`src/rtl/usb_proto_pkg.sv`:
```
// ----------------------------------------------------------
// full-speed USB line protocol constants for the IN transmit path
// import into any block that frames packets or drives the line
// ----------------------------------------------------------
package usb_proto_pkg;

    // 60 MHz clock, 12 Mbit/s line
    localparam int unsigned BIT_CYCLES = 5;      // clocks per line bit

    localparam logic [7:0]  SYNC_BYTE  = 8'h80;  // KJKJKJKK, sent lsb first
    localparam int unsigned STUFF_RUN  = 6;      // ones before a stuffed zero

    // CRC16 x^16+x^15+x^2+1, bit-reversed for lsb-first shifting
    localparam logic [15:0] CRC16_POLY = 16'hA001;
    localparam logic [15:0] CRC16_INIT = 16'hFFFF; // sent inverted, low byte first

    // data PIDs, the byte on the wire is {~pid, pid}
    typedef enum logic [3:0] {
        PID_DATA0 = 4'h3,
        PID_DATA1 = 4'hB
    } pid_t;

endpackage

```
`src/rtl/usb_ep_pkg.sv`:
```
// ----------------------------------------------------------
// IN endpoint sizing shared by the buffers, the arbiter and the
// packet framer
// ----------------------------------------------------------
package usb_ep_pkg;

    localparam int unsigned NUM_EP  = 4;   // IN endpoints
    localparam int unsigned MAX_PKT = 8;   // largest payload in bytes

    typedef logic [$clog2(NUM_EP)-1:0]  ep_idx_t;    // endpoint number
    typedef logic [$clog2(MAX_PKT):0]   pkt_len_t;   // 0 .. MAX_PKT bytes
    typedef logic [$clog2(MAX_PKT)-1:0] byte_idx_t;  // read position

endpackage

```
`src/rtl/in_ep_buffer.sv`:
```
// ----------------------------------------------------------
// single-packet IN endpoint buffer
// collects bytes over valid/ready, closes on last or when full,
// then holds the packet pending until the transmitter releases it
// ----------------------------------------------------------
`timescale 1ns/1ps

module in_ep_buffer
    import usb_ep_pkg::*;
    import usb_proto_pkg::*;
(
    input  logic      clk,
    input  logic      rstn,
    input  logic [7:0] data,
    input  logic      valid,
    input  logic      last,
    input  logic      pkt_release,  // packet is on the wire, free the buffer
    input  byte_idx_t rd_idx,
    output logic      ready,
    output logic      pending,
    output pkt_len_t  len,
    output pid_t      pid,
    output logic [7:0] rd_byte
);

    logic [7:0] mem [MAX_PKT];  // payload store
    pkt_len_t   wr_cnt;         // bytes taken so far
    logic       toggle;         // 0: DATA0 next, 1: DATA1 next
    logic       accept;
    logic       close;

    assign ready  = ~pending;               // back-pressure while full
    assign accept = valid & ready;
    assign close  = accept & (last | (wr_cnt == pkt_len_t'(MAX_PKT - 1)));

    // ----------------------------------------------------------
    // fill and release
    // ----------------------------------------------------------
    always_ff @(posedge clk or negedge rstn) begin
        if (!rstn) begin
            wr_cnt  <= '0;
            pending <= 1'b0;
            toggle  <= 1'b0;   // DATA0 first after reset
        end else if (pkt_release) begin
            wr_cnt  <= '0;
            pending <= 1'b0;
            toggle  <= ~toggle;
        end else if (accept) begin
            wr_cnt  <= wr_cnt + 1'b1;
            pending <= close;
        end
    end

    always_ff @(posedge clk) begin
        if (accept)
            mem[byte_idx_t'(wr_cnt)] <= data;
    end

    assign len     = wr_cnt;                          // valid once pending
    assign pid     = toggle ? PID_DATA1 : PID_DATA0;
    assign rd_byte = mem[rd_idx];

    // a release only ever arrives for a packet that is pending
    a_release_pending : assert property (@(posedge clk) disable iff (!rstn)
        pkt_release |-> pending);

endmodule

```
`src/rtl/tx_arbiter.sv`:
```
// ----------------------------------------------------------
// round-robin owner of the shared buffer read bus
// grants one pending endpoint at a time, holds the grant until
// the packet is done, then releases that endpoint's buffer
// ----------------------------------------------------------
`timescale 1ns/1ps

module tx_arbiter
    import usb_ep_pkg::*;
    import usb_proto_pkg::*;
(
    input  logic                         clk,
    input  logic                         rstn,
    input  logic [NUM_EP-1:0]            pending,
    input  pkt_len_t [NUM_EP-1:0]        len,
    input  pid_t [NUM_EP-1:0]            pid,
    input  logic [NUM_EP-1:0][7:0]       rd_byte_ep,
    input  byte_idx_t                    rd_idx_in,
    input  logic                         pkt_done,
    output logic                         grant_valid,
    output pkt_len_t                     grant_len,
    output pid_t                         grant_pid,
    output logic [7:0]                   rd_byte,
    output byte_idx_t                    rd_idx,
    output logic [NUM_EP-1:0]            pkt_release
);

    ep_idx_t grant_ep;   // endpoint that owns the bus
    ep_idx_t last_ep;    // last one served, search starts after it
    ep_idx_t next_ep;
    logic    next_found;

    // first pending endpoint after the last one served
    always_comb begin
        next_found = 1'b0;
        next_ep    = last_ep;
        for (int i = 1; i <= NUM_EP; i++) begin
            if (!next_found && pending[ep_idx_t'(last_ep + i)]) begin
                next_found = 1'b1;
                next_ep    = ep_idx_t'(last_ep + i);
            end
        end
    end

    always_ff @(posedge clk or negedge rstn) begin
        if (!rstn) begin
            grant_valid <= 1'b0;
            grant_ep    <= '0;
            last_ep     <= ep_idx_t'(NUM_EP - 1);  // endpoint 0 goes first
        end else if (grant_valid) begin
            if (pkt_done)
                grant_valid <= 1'b0;
        end else if (next_found) begin
            grant_valid <= 1'b1;
            grant_ep    <= next_ep;
            last_ep     <= next_ep;
        end
    end

    // shared bus mux
    assign grant_len   = len[grant_ep];
    assign grant_pid   = pid[grant_ep];
    assign rd_byte     = rd_byte_ep[grant_ep];
    assign rd_idx      = rd_idx_in;           // same read position to all buffers
    assign pkt_release = (grant_valid && pkt_done) ? NUM_EP'(1) << grant_ep : '0;

    // the granted buffer stays pending until its release
    a_grant_pending : assert property (@(posedge clk) disable iff (!rstn)
        grant_valid |-> pending[grant_ep]);

endmodule

```
`src/rtl/packet_tx.sv`:
```
// ----------------------------------------------------------
// packet framer for the granted endpoint
// hands SYNC, PID, payload and CRC16 bytes to the bit transmitter
// one byte per byte_req, then waits for the EOP
// ----------------------------------------------------------
`timescale 1ns/1ps

module packet_tx
    import usb_ep_pkg::*;
    import usb_proto_pkg::*;
(
    input  logic       clk,
    input  logic       rstn,
    input  logic       grant_valid,
    input  pkt_len_t   grant_len,
    input  pid_t       grant_pid,
    input  logic [7:0] rd_byte,
    input  logic       byte_req,
    input  logic       tx_done,
    output byte_idx_t  rd_idx,
    output logic       tx_active,
    output logic [7:0] tx_byte,
    output logic       tx_last,
    output logic       pkt_done
);

    typedef enum logic [2:0] {
        IDLE,
        SYNC,
        PID,
        DATA,
        CRC_LO,
        CRC_HI,
        WAIT_EOP
    } state_t;

    state_t      state;
    logic [15:0] crc;
    logic        last_data;  // rd_idx points at the final payload byte

    // one byte through the reflected CRC16, lsb first
    function automatic logic [15:0] crc16_byte(input logic [15:0] c, input logic [7:0] d);
        logic [15:0] r;
        r = c;
        for (int i = 0; i < 8; i++) begin
            if (r[0] ^ d[i])
                r = (r >> 1) ^ CRC16_POLY;
            else
                r = r >> 1;
        end
        return r;
    endfunction

    assign last_data = ({1'b0, rd_idx} + 1'b1) == grant_len;

    // ----------------------------------------------------------
    // byte sequencer
    // ----------------------------------------------------------
    always_ff @(posedge clk or negedge rstn) begin
        if (!rstn) begin
            state  <= IDLE;
            crc    <= CRC16_INIT;
            rd_idx <= '0;
        end else begin
            case (state)
                IDLE: begin
                    if (grant_valid) begin
                        state  <= SYNC;
                        crc    <= CRC16_INIT;
                        rd_idx <= '0;
                    end
                end
                SYNC:   if (byte_req) state <= PID;
                PID:    if (byte_req) state <= DATA;  // a packet has at least one byte
                DATA: begin
                    if (byte_req) begin
                        crc <= crc16_byte(crc, rd_byte);  // same byte that goes out
                        if (last_data)
                            state <= CRC_LO;
                        else
                            rd_idx <= rd_idx + 1'b1;
                    end
                end
                CRC_LO: if (byte_req) state <= CRC_HI;
                CRC_HI: if (byte_req) state <= WAIT_EOP;
                WAIT_EOP: if (tx_done) state <= IDLE;  // grant drops on the same edge
                default: state <= IDLE;
            endcase
        end
    end

    // byte presented to the serializer
    always_comb begin
        case (state)
            SYNC:    tx_byte = SYNC_BYTE;
            PID:     tx_byte = {~grant_pid, grant_pid};
            DATA:    tx_byte = rd_byte;
            CRC_LO:  tx_byte = ~crc[7:0];
            CRC_HI:  tx_byte = ~crc[15:8];
            default: tx_byte = 8'h00;
        endcase
    end

    assign tx_active = (state != IDLE);
    assign tx_last   = (state == CRC_HI);
    assign pkt_done  = (state == WAIT_EOP) && tx_done;  // one clock, after the EOP

endmodule

```
`src/rtl/bit_tx.sv`:
```
// ----------------------------------------------------------
// bit-level transmitter
// serializes bytes lsb first with bit stuffing and NRZI coding,
// drives D+/D- for BIT_CYCLES clocks per bit, ends with SE0 SE0 J
// ----------------------------------------------------------
`timescale 1ns/1ps

module bit_tx
    import usb_proto_pkg::*;
(
    input  logic       clk,
    input  logic       rstn,
    input  logic       tx_active,
    input  logic [7:0] tx_byte,
    input  logic       tx_last,
    output logic       byte_req,
    output logic       tx_done,
    output logic       usb_dp,
    output logic       usb_dn,
    output logic       usb_oe
);

    typedef enum logic [1:0] {
        IDLE,
        SHIFT,
        SE0,
        IDLE_J
    } state_t;

    state_t     state;
    logic [2:0] cyc;        // clock within the bit time
    logic [7:0] sh;         // bits still to send, lsb next
    logic [2:0] nbits;      // bits left in sh, SE0 bit count in SE0
    logic [2:0] ones;       // run of ones since the last transition
    logic       line;       // NRZI level, 1 = J
    logic       last_byte;  // sh holds the final byte
    logic       bit_end;
    logic       slot_start;
    logic       stuff;
    logic       send_bit;
    logic       cur_bit;

    assign bit_end    = (cyc == 3'(BIT_CYCLES - 1));
    assign slot_start = (state == IDLE && tx_active) || (state == SHIFT && bit_end);
    assign stuff      = (ones == 3'(STUFF_RUN));  // next slot is a stuffed zero
    assign byte_req   = slot_start && !stuff && nbits == '0 && (state == IDLE || !last_byte);
    assign send_bit   = slot_start && !stuff && (byte_req || nbits != '0);
    assign cur_bit    = byte_req ? tx_byte[0] : sh[0];

    // ----------------------------------------------------------
    // line sequencer
    // ----------------------------------------------------------
    always_ff @(posedge clk or negedge rstn) begin
        if (!rstn) begin
            state     <= IDLE;
            cyc       <= '0;
            sh        <= '0;
            nbits     <= '0;
            ones      <= '0;
            line      <= 1'b1;
            last_byte <= 1'b0;
        end else begin
            if (state != IDLE)
                cyc <= bit_end ? '0 : cyc + 1'b1;
            case (state)
                IDLE:  if (tx_active) state <= SHIFT;  // first sync bit goes out now
                SHIFT: begin
                    if (bit_end && !stuff && nbits == '0 && last_byte) begin
                        state <= SE0;
                        nbits <= 3'd1;                 // two SE0 bit times
                    end
                end
                SE0: begin
                    if (bit_end) begin
                        if (nbits == '0) begin
                            state <= IDLE_J;
                            line  <= 1'b1;
                        end else begin
                            nbits <= nbits - 1'b1;
                        end
                    end
                end
                IDLE_J: begin
                    if (bit_end) begin
                        state <= IDLE;
                        ones  <= '0;
                    end
                end
                default: state <= IDLE;
            endcase

            // NRZI: zero toggles, one holds
            if (slot_start && stuff) begin
                line <= ~line;
                ones <= '0;
            end else if (send_bit) begin
                if (cur_bit) begin
                    ones <= ones + 1'b1;
                end else begin
                    line <= ~line;
                    ones <= '0;
                end
            end

            if (byte_req) begin
                sh        <= {1'b0, tx_byte[7:1]};  // bit 0 already on the line
                nbits     <= 3'd7;
                last_byte <= tx_last;
            end else if (send_bit) begin
                sh    <= sh >> 1;
                nbits <= nbits - 1'b1;
            end
        end
    end

    assign tx_done = (state == IDLE_J) && bit_end;
    assign usb_oe  = (state != IDLE);
    assign usb_dp  = (state == SE0) ? 1'b0 : line;
    assign usb_dn  = (state == SE0) ? 1'b0 : ~line;

    // the driver lets go in the same clock the framer ends the packet
    a_oe_fall : assert property (@(posedge clk) disable iff (!rstn)
        $fell(usb_oe) == $fell(tx_active));

endmodule

```
`src/rtl/usb_in_tx_top.sv`:
```
// ----------------------------------------------------------
// full-speed USB IN transmit path, four endpoints
// user logic feeds bytes per endpoint, the line comes out as
// D+/D- with a separate output enable for the pad
// ----------------------------------------------------------
`timescale 1ns/1ps

module usb_in_tx_top
    import usb_ep_pkg::*;
    import usb_proto_pkg::*;
(
    input  logic                   clk,     // 60 MHz
    input  logic                   rstn,
    input  logic [NUM_EP-1:0][7:0] ep_data,
    input  logic [NUM_EP-1:0]      ep_valid,
    output logic [NUM_EP-1:0]      ep_ready,
    input  logic [NUM_EP-1:0]      ep_last,
    output logic                   usb_dp,
    output logic                   usb_dn,
    output logic                   usb_oe
);

    // ----------------------------------------------------------
    // buffers to arbiter
    // ----------------------------------------------------------
    logic [NUM_EP-1:0]      ep_pending;
    pkt_len_t [NUM_EP-1:0]  ep_len;
    pid_t [NUM_EP-1:0]      ep_pid;
    logic [NUM_EP-1:0][7:0] ep_rd_byte;
    logic [NUM_EP-1:0]      ep_release;
    byte_idx_t              rd_idx;      // fanned out to every buffer
    byte_idx_t              pt_rd_idx;   // from the framer

    // arbiter to framer to serializer
    logic       grant_valid;
    pkt_len_t   grant_len;
    pid_t       grant_pid;
    logic [7:0] rd_byte;
    logic       pkt_done;
    logic       tx_active;
    logic [7:0] tx_byte;
    logic       tx_last;
    logic       byte_req;
    logic       tx_done;

    for (genvar e = 0; e < NUM_EP; e++) begin : g_ep
        in_ep_buffer u_buf (
            .clk         ( clk            ),
            .rstn        ( rstn           ),
            .data        ( ep_data[e]     ),
            .valid       ( ep_valid[e]    ),
            .last        ( ep_last[e]     ),
            .pkt_release ( ep_release[e]  ),
            .rd_idx      ( rd_idx         ),
            .ready       ( ep_ready[e]    ),
            .pending     ( ep_pending[e]  ),
            .len         ( ep_len[e]      ),
            .pid         ( ep_pid[e]      ),
            .rd_byte     ( ep_rd_byte[e]  )
        );
    end

    tx_arbiter u_arb (
        .clk         ( clk         ),
        .rstn        ( rstn        ),
        .pending     ( ep_pending  ),
        .len         ( ep_len      ),
        .pid         ( ep_pid      ),
        .rd_byte_ep  ( ep_rd_byte  ),
        .rd_idx_in   ( pt_rd_idx   ),
        .pkt_done    ( pkt_done    ),
        .grant_valid ( grant_valid ),
        .grant_len   ( grant_len   ),
        .grant_pid   ( grant_pid   ),
        .rd_byte     ( rd_byte     ),
        .rd_idx      ( rd_idx      ),
        .pkt_release ( ep_release  )
    );

    packet_tx u_pkt (
        .clk         ( clk         ),
        .rstn        ( rstn        ),
        .grant_valid ( grant_valid ),
        .grant_len   ( grant_len   ),
        .grant_pid   ( grant_pid   ),
        .rd_byte     ( rd_byte     ),
        .byte_req    ( byte_req    ),
        .tx_done     ( tx_done     ),
        .rd_idx      ( pt_rd_idx   ),
        .tx_active   ( tx_active   ),
        .tx_byte     ( tx_byte     ),
        .tx_last     ( tx_last     ),
        .pkt_done    ( pkt_done    )
    );

    bit_tx u_bit (
        .clk         ( clk         ),
        .rstn        ( rstn        ),
        .tx_active   ( tx_active   ),
        .tx_byte     ( tx_byte     ),
        .tx_last     ( tx_last     ),
        .byte_req    ( byte_req    ),
        .tx_done     ( tx_done     ),
        .usb_dp      ( usb_dp      ),
        .usb_dn      ( usb_dn      ),
        .usb_oe      ( usb_oe      )
    );

endmodule

```
`config.mk`:
```
export PLATFORM = sky130hd
export DESIGN_NAME = usb_in_tx_top
export DESIGN_NICKNAME = d
export VERILOG_FILES = /design/src/rtl/usb_proto_pkg.sv /design/src/rtl/usb_ep_pkg.sv /design/src/rtl/in_ep_buffer.sv /design/src/rtl/tx_arbiter.sv /design/src/rtl/packet_tx.sv /design/src/rtl/bit_tx.sv /design/src/rtl/usb_in_tx_top.sv
export SDC_FILE = /design/constraint.sdc
export NUM_CORES = 1
export LEC_CHECK = 0
export ABC_AREA = 1
export BUFFER_PORTS_ARGS = -buffer_cell sky130_fd_sc_hd__buf_2
export CAP_MARGIN = 15
export CORE_ASPECT_RATIO = 1.75
export CORE_MARGIN = 1.5
export CORE_UTILIZATION = 50
export CTS_BUF_LIST = sky130_fd_sc_hd__clkbuf_4 sky130_fd_sc_hd__clkbuf_8 sky130_fd_sc_hd__clkbuf_16
export DETAILED_ROUTE_END_ITERATION = 10
export HOLD_SLACK_MARGIN = 0.12
export PLACE_DENSITY = 0.75
export SLEW_MARGIN = 5
export SYNTH_ARGS = -nofsm -noshare
export SYNTH_HDL_FRONTEND = slang
export SYNTH_HIERARCHICAL = 1
export SYNTH_SLANG_ARGS = --single-unit
```
`constraint.sdc`:
```
create_clock -name clk -period 3.55 [get_ports clk]
set_clock_uncertainty 0.15 [all_clocks]
set_input_delay 0.71 -clock clk [delete_from_list [all_inputs] [get_ports clk]]
set_output_delay 0.71 -clock clk [all_outputs]
set_load 0.02 [all_outputs]
```
==> impl_results.md <==
- Outcome: complete, no violations
- Post-route minimum period: 3.30 ns
- Floorplan die height: 244 microns
- Endpoints failing setup: 0
- Buffer cell driving the clock tree root: clkbuf_16
- IO Pins: 49
- Max Clock Freq: 303 MHz
- Crit path required time: 3.92 ns
- Cts hold-fix bufs: 0
- Number of DRC violations after detailed routing: 0
- Aggregate routed wire length: 37900 microns
- Die area: 0.0345 sq mm
- Routability congestion estimate from global placement: 0.888
- Largest vdd supply drop: 364 uV
- Count of nets left with antenna violations after detail routing: 0
- Post-Synthesis Cell Area: 0.0167 sq mm
- Clock H-tree levels: 1
- Detailed-route vias per instance: 5.22
- Number of fill cells in the layout: 2829
- CP bufs+invs: 3
- Fraction of synthesis flops using an asynchronous set or reset pin: 21.7%
- Pin count of the biggest net entering global routing: 72
- Initial antenna violation count: 0
- Period utilisation layout: 93.0%
- Setup crit start kind: flop
- Cell type group with the largest total delay on the critical path: simple AND/OR/NAND/NOR gates
- Area Overhead vs Synth: 9.68%
- Count of routing violations after the opening detailed-route iteration: 751
- RSZ-0062 raised after global routing: no
- Crit. End Element: flop
- Max-slew violations: 0
- Most frequent standard cell in the layout excluding fill and tap cells: nand2_1
- Global-route wire length before repair: 60300 microns
- Top FF cell, synth: edfxtp_1
- Total Nets Final: 1946
- GRT Residual Overflow: 0
- Worst-path maximum fanout: 32
- Core Box Area: 0.0329 sq mm
- Number of buffers added by the clock tree synthesis step: 30
- Relative slew slack: 34.2%
- Synth area leaders: edfxtp_1, nand2_1, dfrtp_1
- Top-area cell type share of the netlist area: 46.1%
- Syn_area_per_cell: 9.05 sq um
- DP Worst Slack: 0.279 ns
- Wire length per cell: 16.4 microns
- Initial standard-cell utilization of the core: 50.6%
- Seq cells post-synth: 327
- Register area share after synthesis: 57.0%
- Final-layout setup total negative slack: 0 ns
- Via count of the first global-routing pass: 12000
- Total via count after detailed routing: 12100
- Total power density per cell area: 444 mW/mm^2
- Library cells used by synthesis: 49
- Slew at the pin closest to its max-slew limit: 0.983 ns
- Synth warnings: 6
- Count of mapped cells out of synthesis: 1840
- Max cap viols: 0
- Slowest cell delay on critical path: 0.59 ns
- FP Rows: 88
- Most common cell on crit path: nand3_1
- HPWL Detailed: 26300 microns
- Cell with the biggest individual delay on the critical path: dfrtp_4
- Data arrival time of the critical path: 3.67 ns
- Cells along the critical path: buf_4 > buf_12 > nand2_1 > nand3_1 > nand2_1 > nand2_1 > nand2_1 > nand3_1 > nand3_1 > xnor2_2 > nand3_1 > nand3_1 > nand3_1 > nand3_1 > nand3_1 > nand2_2 > nand2_1 > nand3_1 > nand2_1 > inv_1
- GRT Util Overall: 22.3%
- Die Span X: 141 microns
- Hold violation count in the final report: 0
- PortBufs: 48
- # clock sinks: 327
- Layout cells sized above 1: 14.3%
- Clock Latency Late Sink: 0.57 ns
- Post-synth EDFFs: 256
- Number of search-and-repair iterations in the first detailed-routing pass: 5
- Final worst setup slack: 0.248 ns
- WS Path Type: reg2reg
- Clock tree from TritonCTS: built
- Hold crit path type: in2async
- Clock-pin slew reported for the worst setup and hold paths after clock tree synthesis: 0.07 ns
- Most used cells in the layout excluding fill and tap cells: nand2_1, inv_1, edfxtp_1, nand3_1, nor2_1
- Biggest area consumer among synthesized cells: edfxtp_1
- Cell leakage power: 8.56 nW
- Bufs on Longest Clock Path: 3
==> stage by stage <==
stage	utilization, %	power (mW)	cells	hold slack [ns]	instance area [sq um]
global route	55.5	8.37	2316	0.181	18300
finish	55.5	8.12	2317	0.103	18300
global placement	52.0	4.75	2258	0.303	17100
floorplan	-	4.60	1844	0.264	16700
CTS	55.2	8.18	2313	0.124	18200
detailed placement	52.0	4.77	2258	0.305	17100
==> Yosys cell counts (13+ instances only) <==
cell type	instances
a22oi_1	21
buf_2	19
inv_1	344
buf_4	31
dfstp_2	19
xor2_1	13
xnor2_1	13
nor2_1	61
inv_2	23
ha_1	16
nand2_2	55
nor3_1	17
a21oi_1	17
o21ai_0	19
edfxtp_1	256
nand3_1	220
dfrtp_1	52
buf_6	25
nand2_1	538
==> state kept, by name (all words and copies together) (netlist names), 3 cells and up <==
signal / count
g_ep.u_buf/toggle: 4
g_ep.u_buf/pending: 4
u_bit/sh: 7
g_ep.u_buf/mem: 256
u_bit/cyc: 3
u_bit/ones: 3
u_pkt/state: 3
g_ep.u_buf/len: 16
u_pkt/rd_idx: 3
u_bit/nbits: 3
u_pkt/crc: 16
==> final cells by class <==
cell class / instances / area, sq um / share of cell area, %
Sequential cell: 327 / 9490 / 52.0
Multi-Input combinational cell: 1065 / 5140 / 28.1
Inverter: 372 / 1430 / 7.82
Clock buffer: 30 / 751 / 4.11
Timing Repair Buffer: 92 / 643 / 3.52
Tap cell: 405 / 507 / 2.77
Clock inverter: 25 / 304 / 1.66
Antenna cell: 1 / 2.50 / 0.0137
==> cells by family after synthesis <==
| kind of cell | Yosys count | share of synthesized area (%) |
|---|---|---|
| other cells | 8 | 0.180 |
| simple gates | 912 | 23.8 |
| fa+ha+maj | 16 | 1.20 |
| flops | 327 | 57.0 |
| xor+xnor | 26 | 1.37 |
| buf+inv | 452 | 12.5 |
| compound gates | 99 | 4.00 |
==> worst reg2reg max path, delay by kind of cell, from the launching register on <==
kind / cells / cell delay [ns]
XOR/XNOR: 1 / 0.32
buffers and inverters: 3 / 0.40
AND/OR/NAND/NOR: 16 / 1.80
flip-flops: 1 / 0.59
==> power by group <==
group	internal, mW	switching [mW]
clock network	1.99	1.43
registers	4.25	0.0643
logic	0.103	0.279
==> per-layer routing <==
layer | track usage (%) | vias to the layer above | share of wire (%)
met5 | 0 | - | 0
met4 | 11.0 | 0 | 4.7
li1 | - | 5887 | -
met2 | 42.5 | 376 | 54
met3 | 2.11 | 107 | 4.2
met1 | 24.3 | 5716 | 37
==> path summary, 6_finish.rpt <==
kind | depth (start not counted) | to | from | slack, ns
setup / recovery | 20 | u_pkt/crc[0] | u_pkt/rd_idx[0] | 0.25
hold / removal | 1 | u_bit/cyc[0] | rstn | 0.10
setup reg to reg | 20 | u_pkt/crc[0] | u_pkt/rd_idx[0] | 0.25
hold reg to reg | 1 | g_ep[1].u_buf/toggle | g_ep[1].u_buf/toggle | 0.31
max in group asynchronous | 1 | u_pkt/rd_idx[0] | rstn | 2.46
min in group clk | 1 | g_ep[2].u_buf/mem[7][6] | ep_data[22] | 0.25
==> what timing repair did <==
| action | in CTS | in global routing |
|---|---|---|
| buffers inserted | 0 | 2 |
| endpoints found under the setup margin | 0 | 2 |
| resized for setup | 0 | 14 |
(Power assumes the default switching activity.)
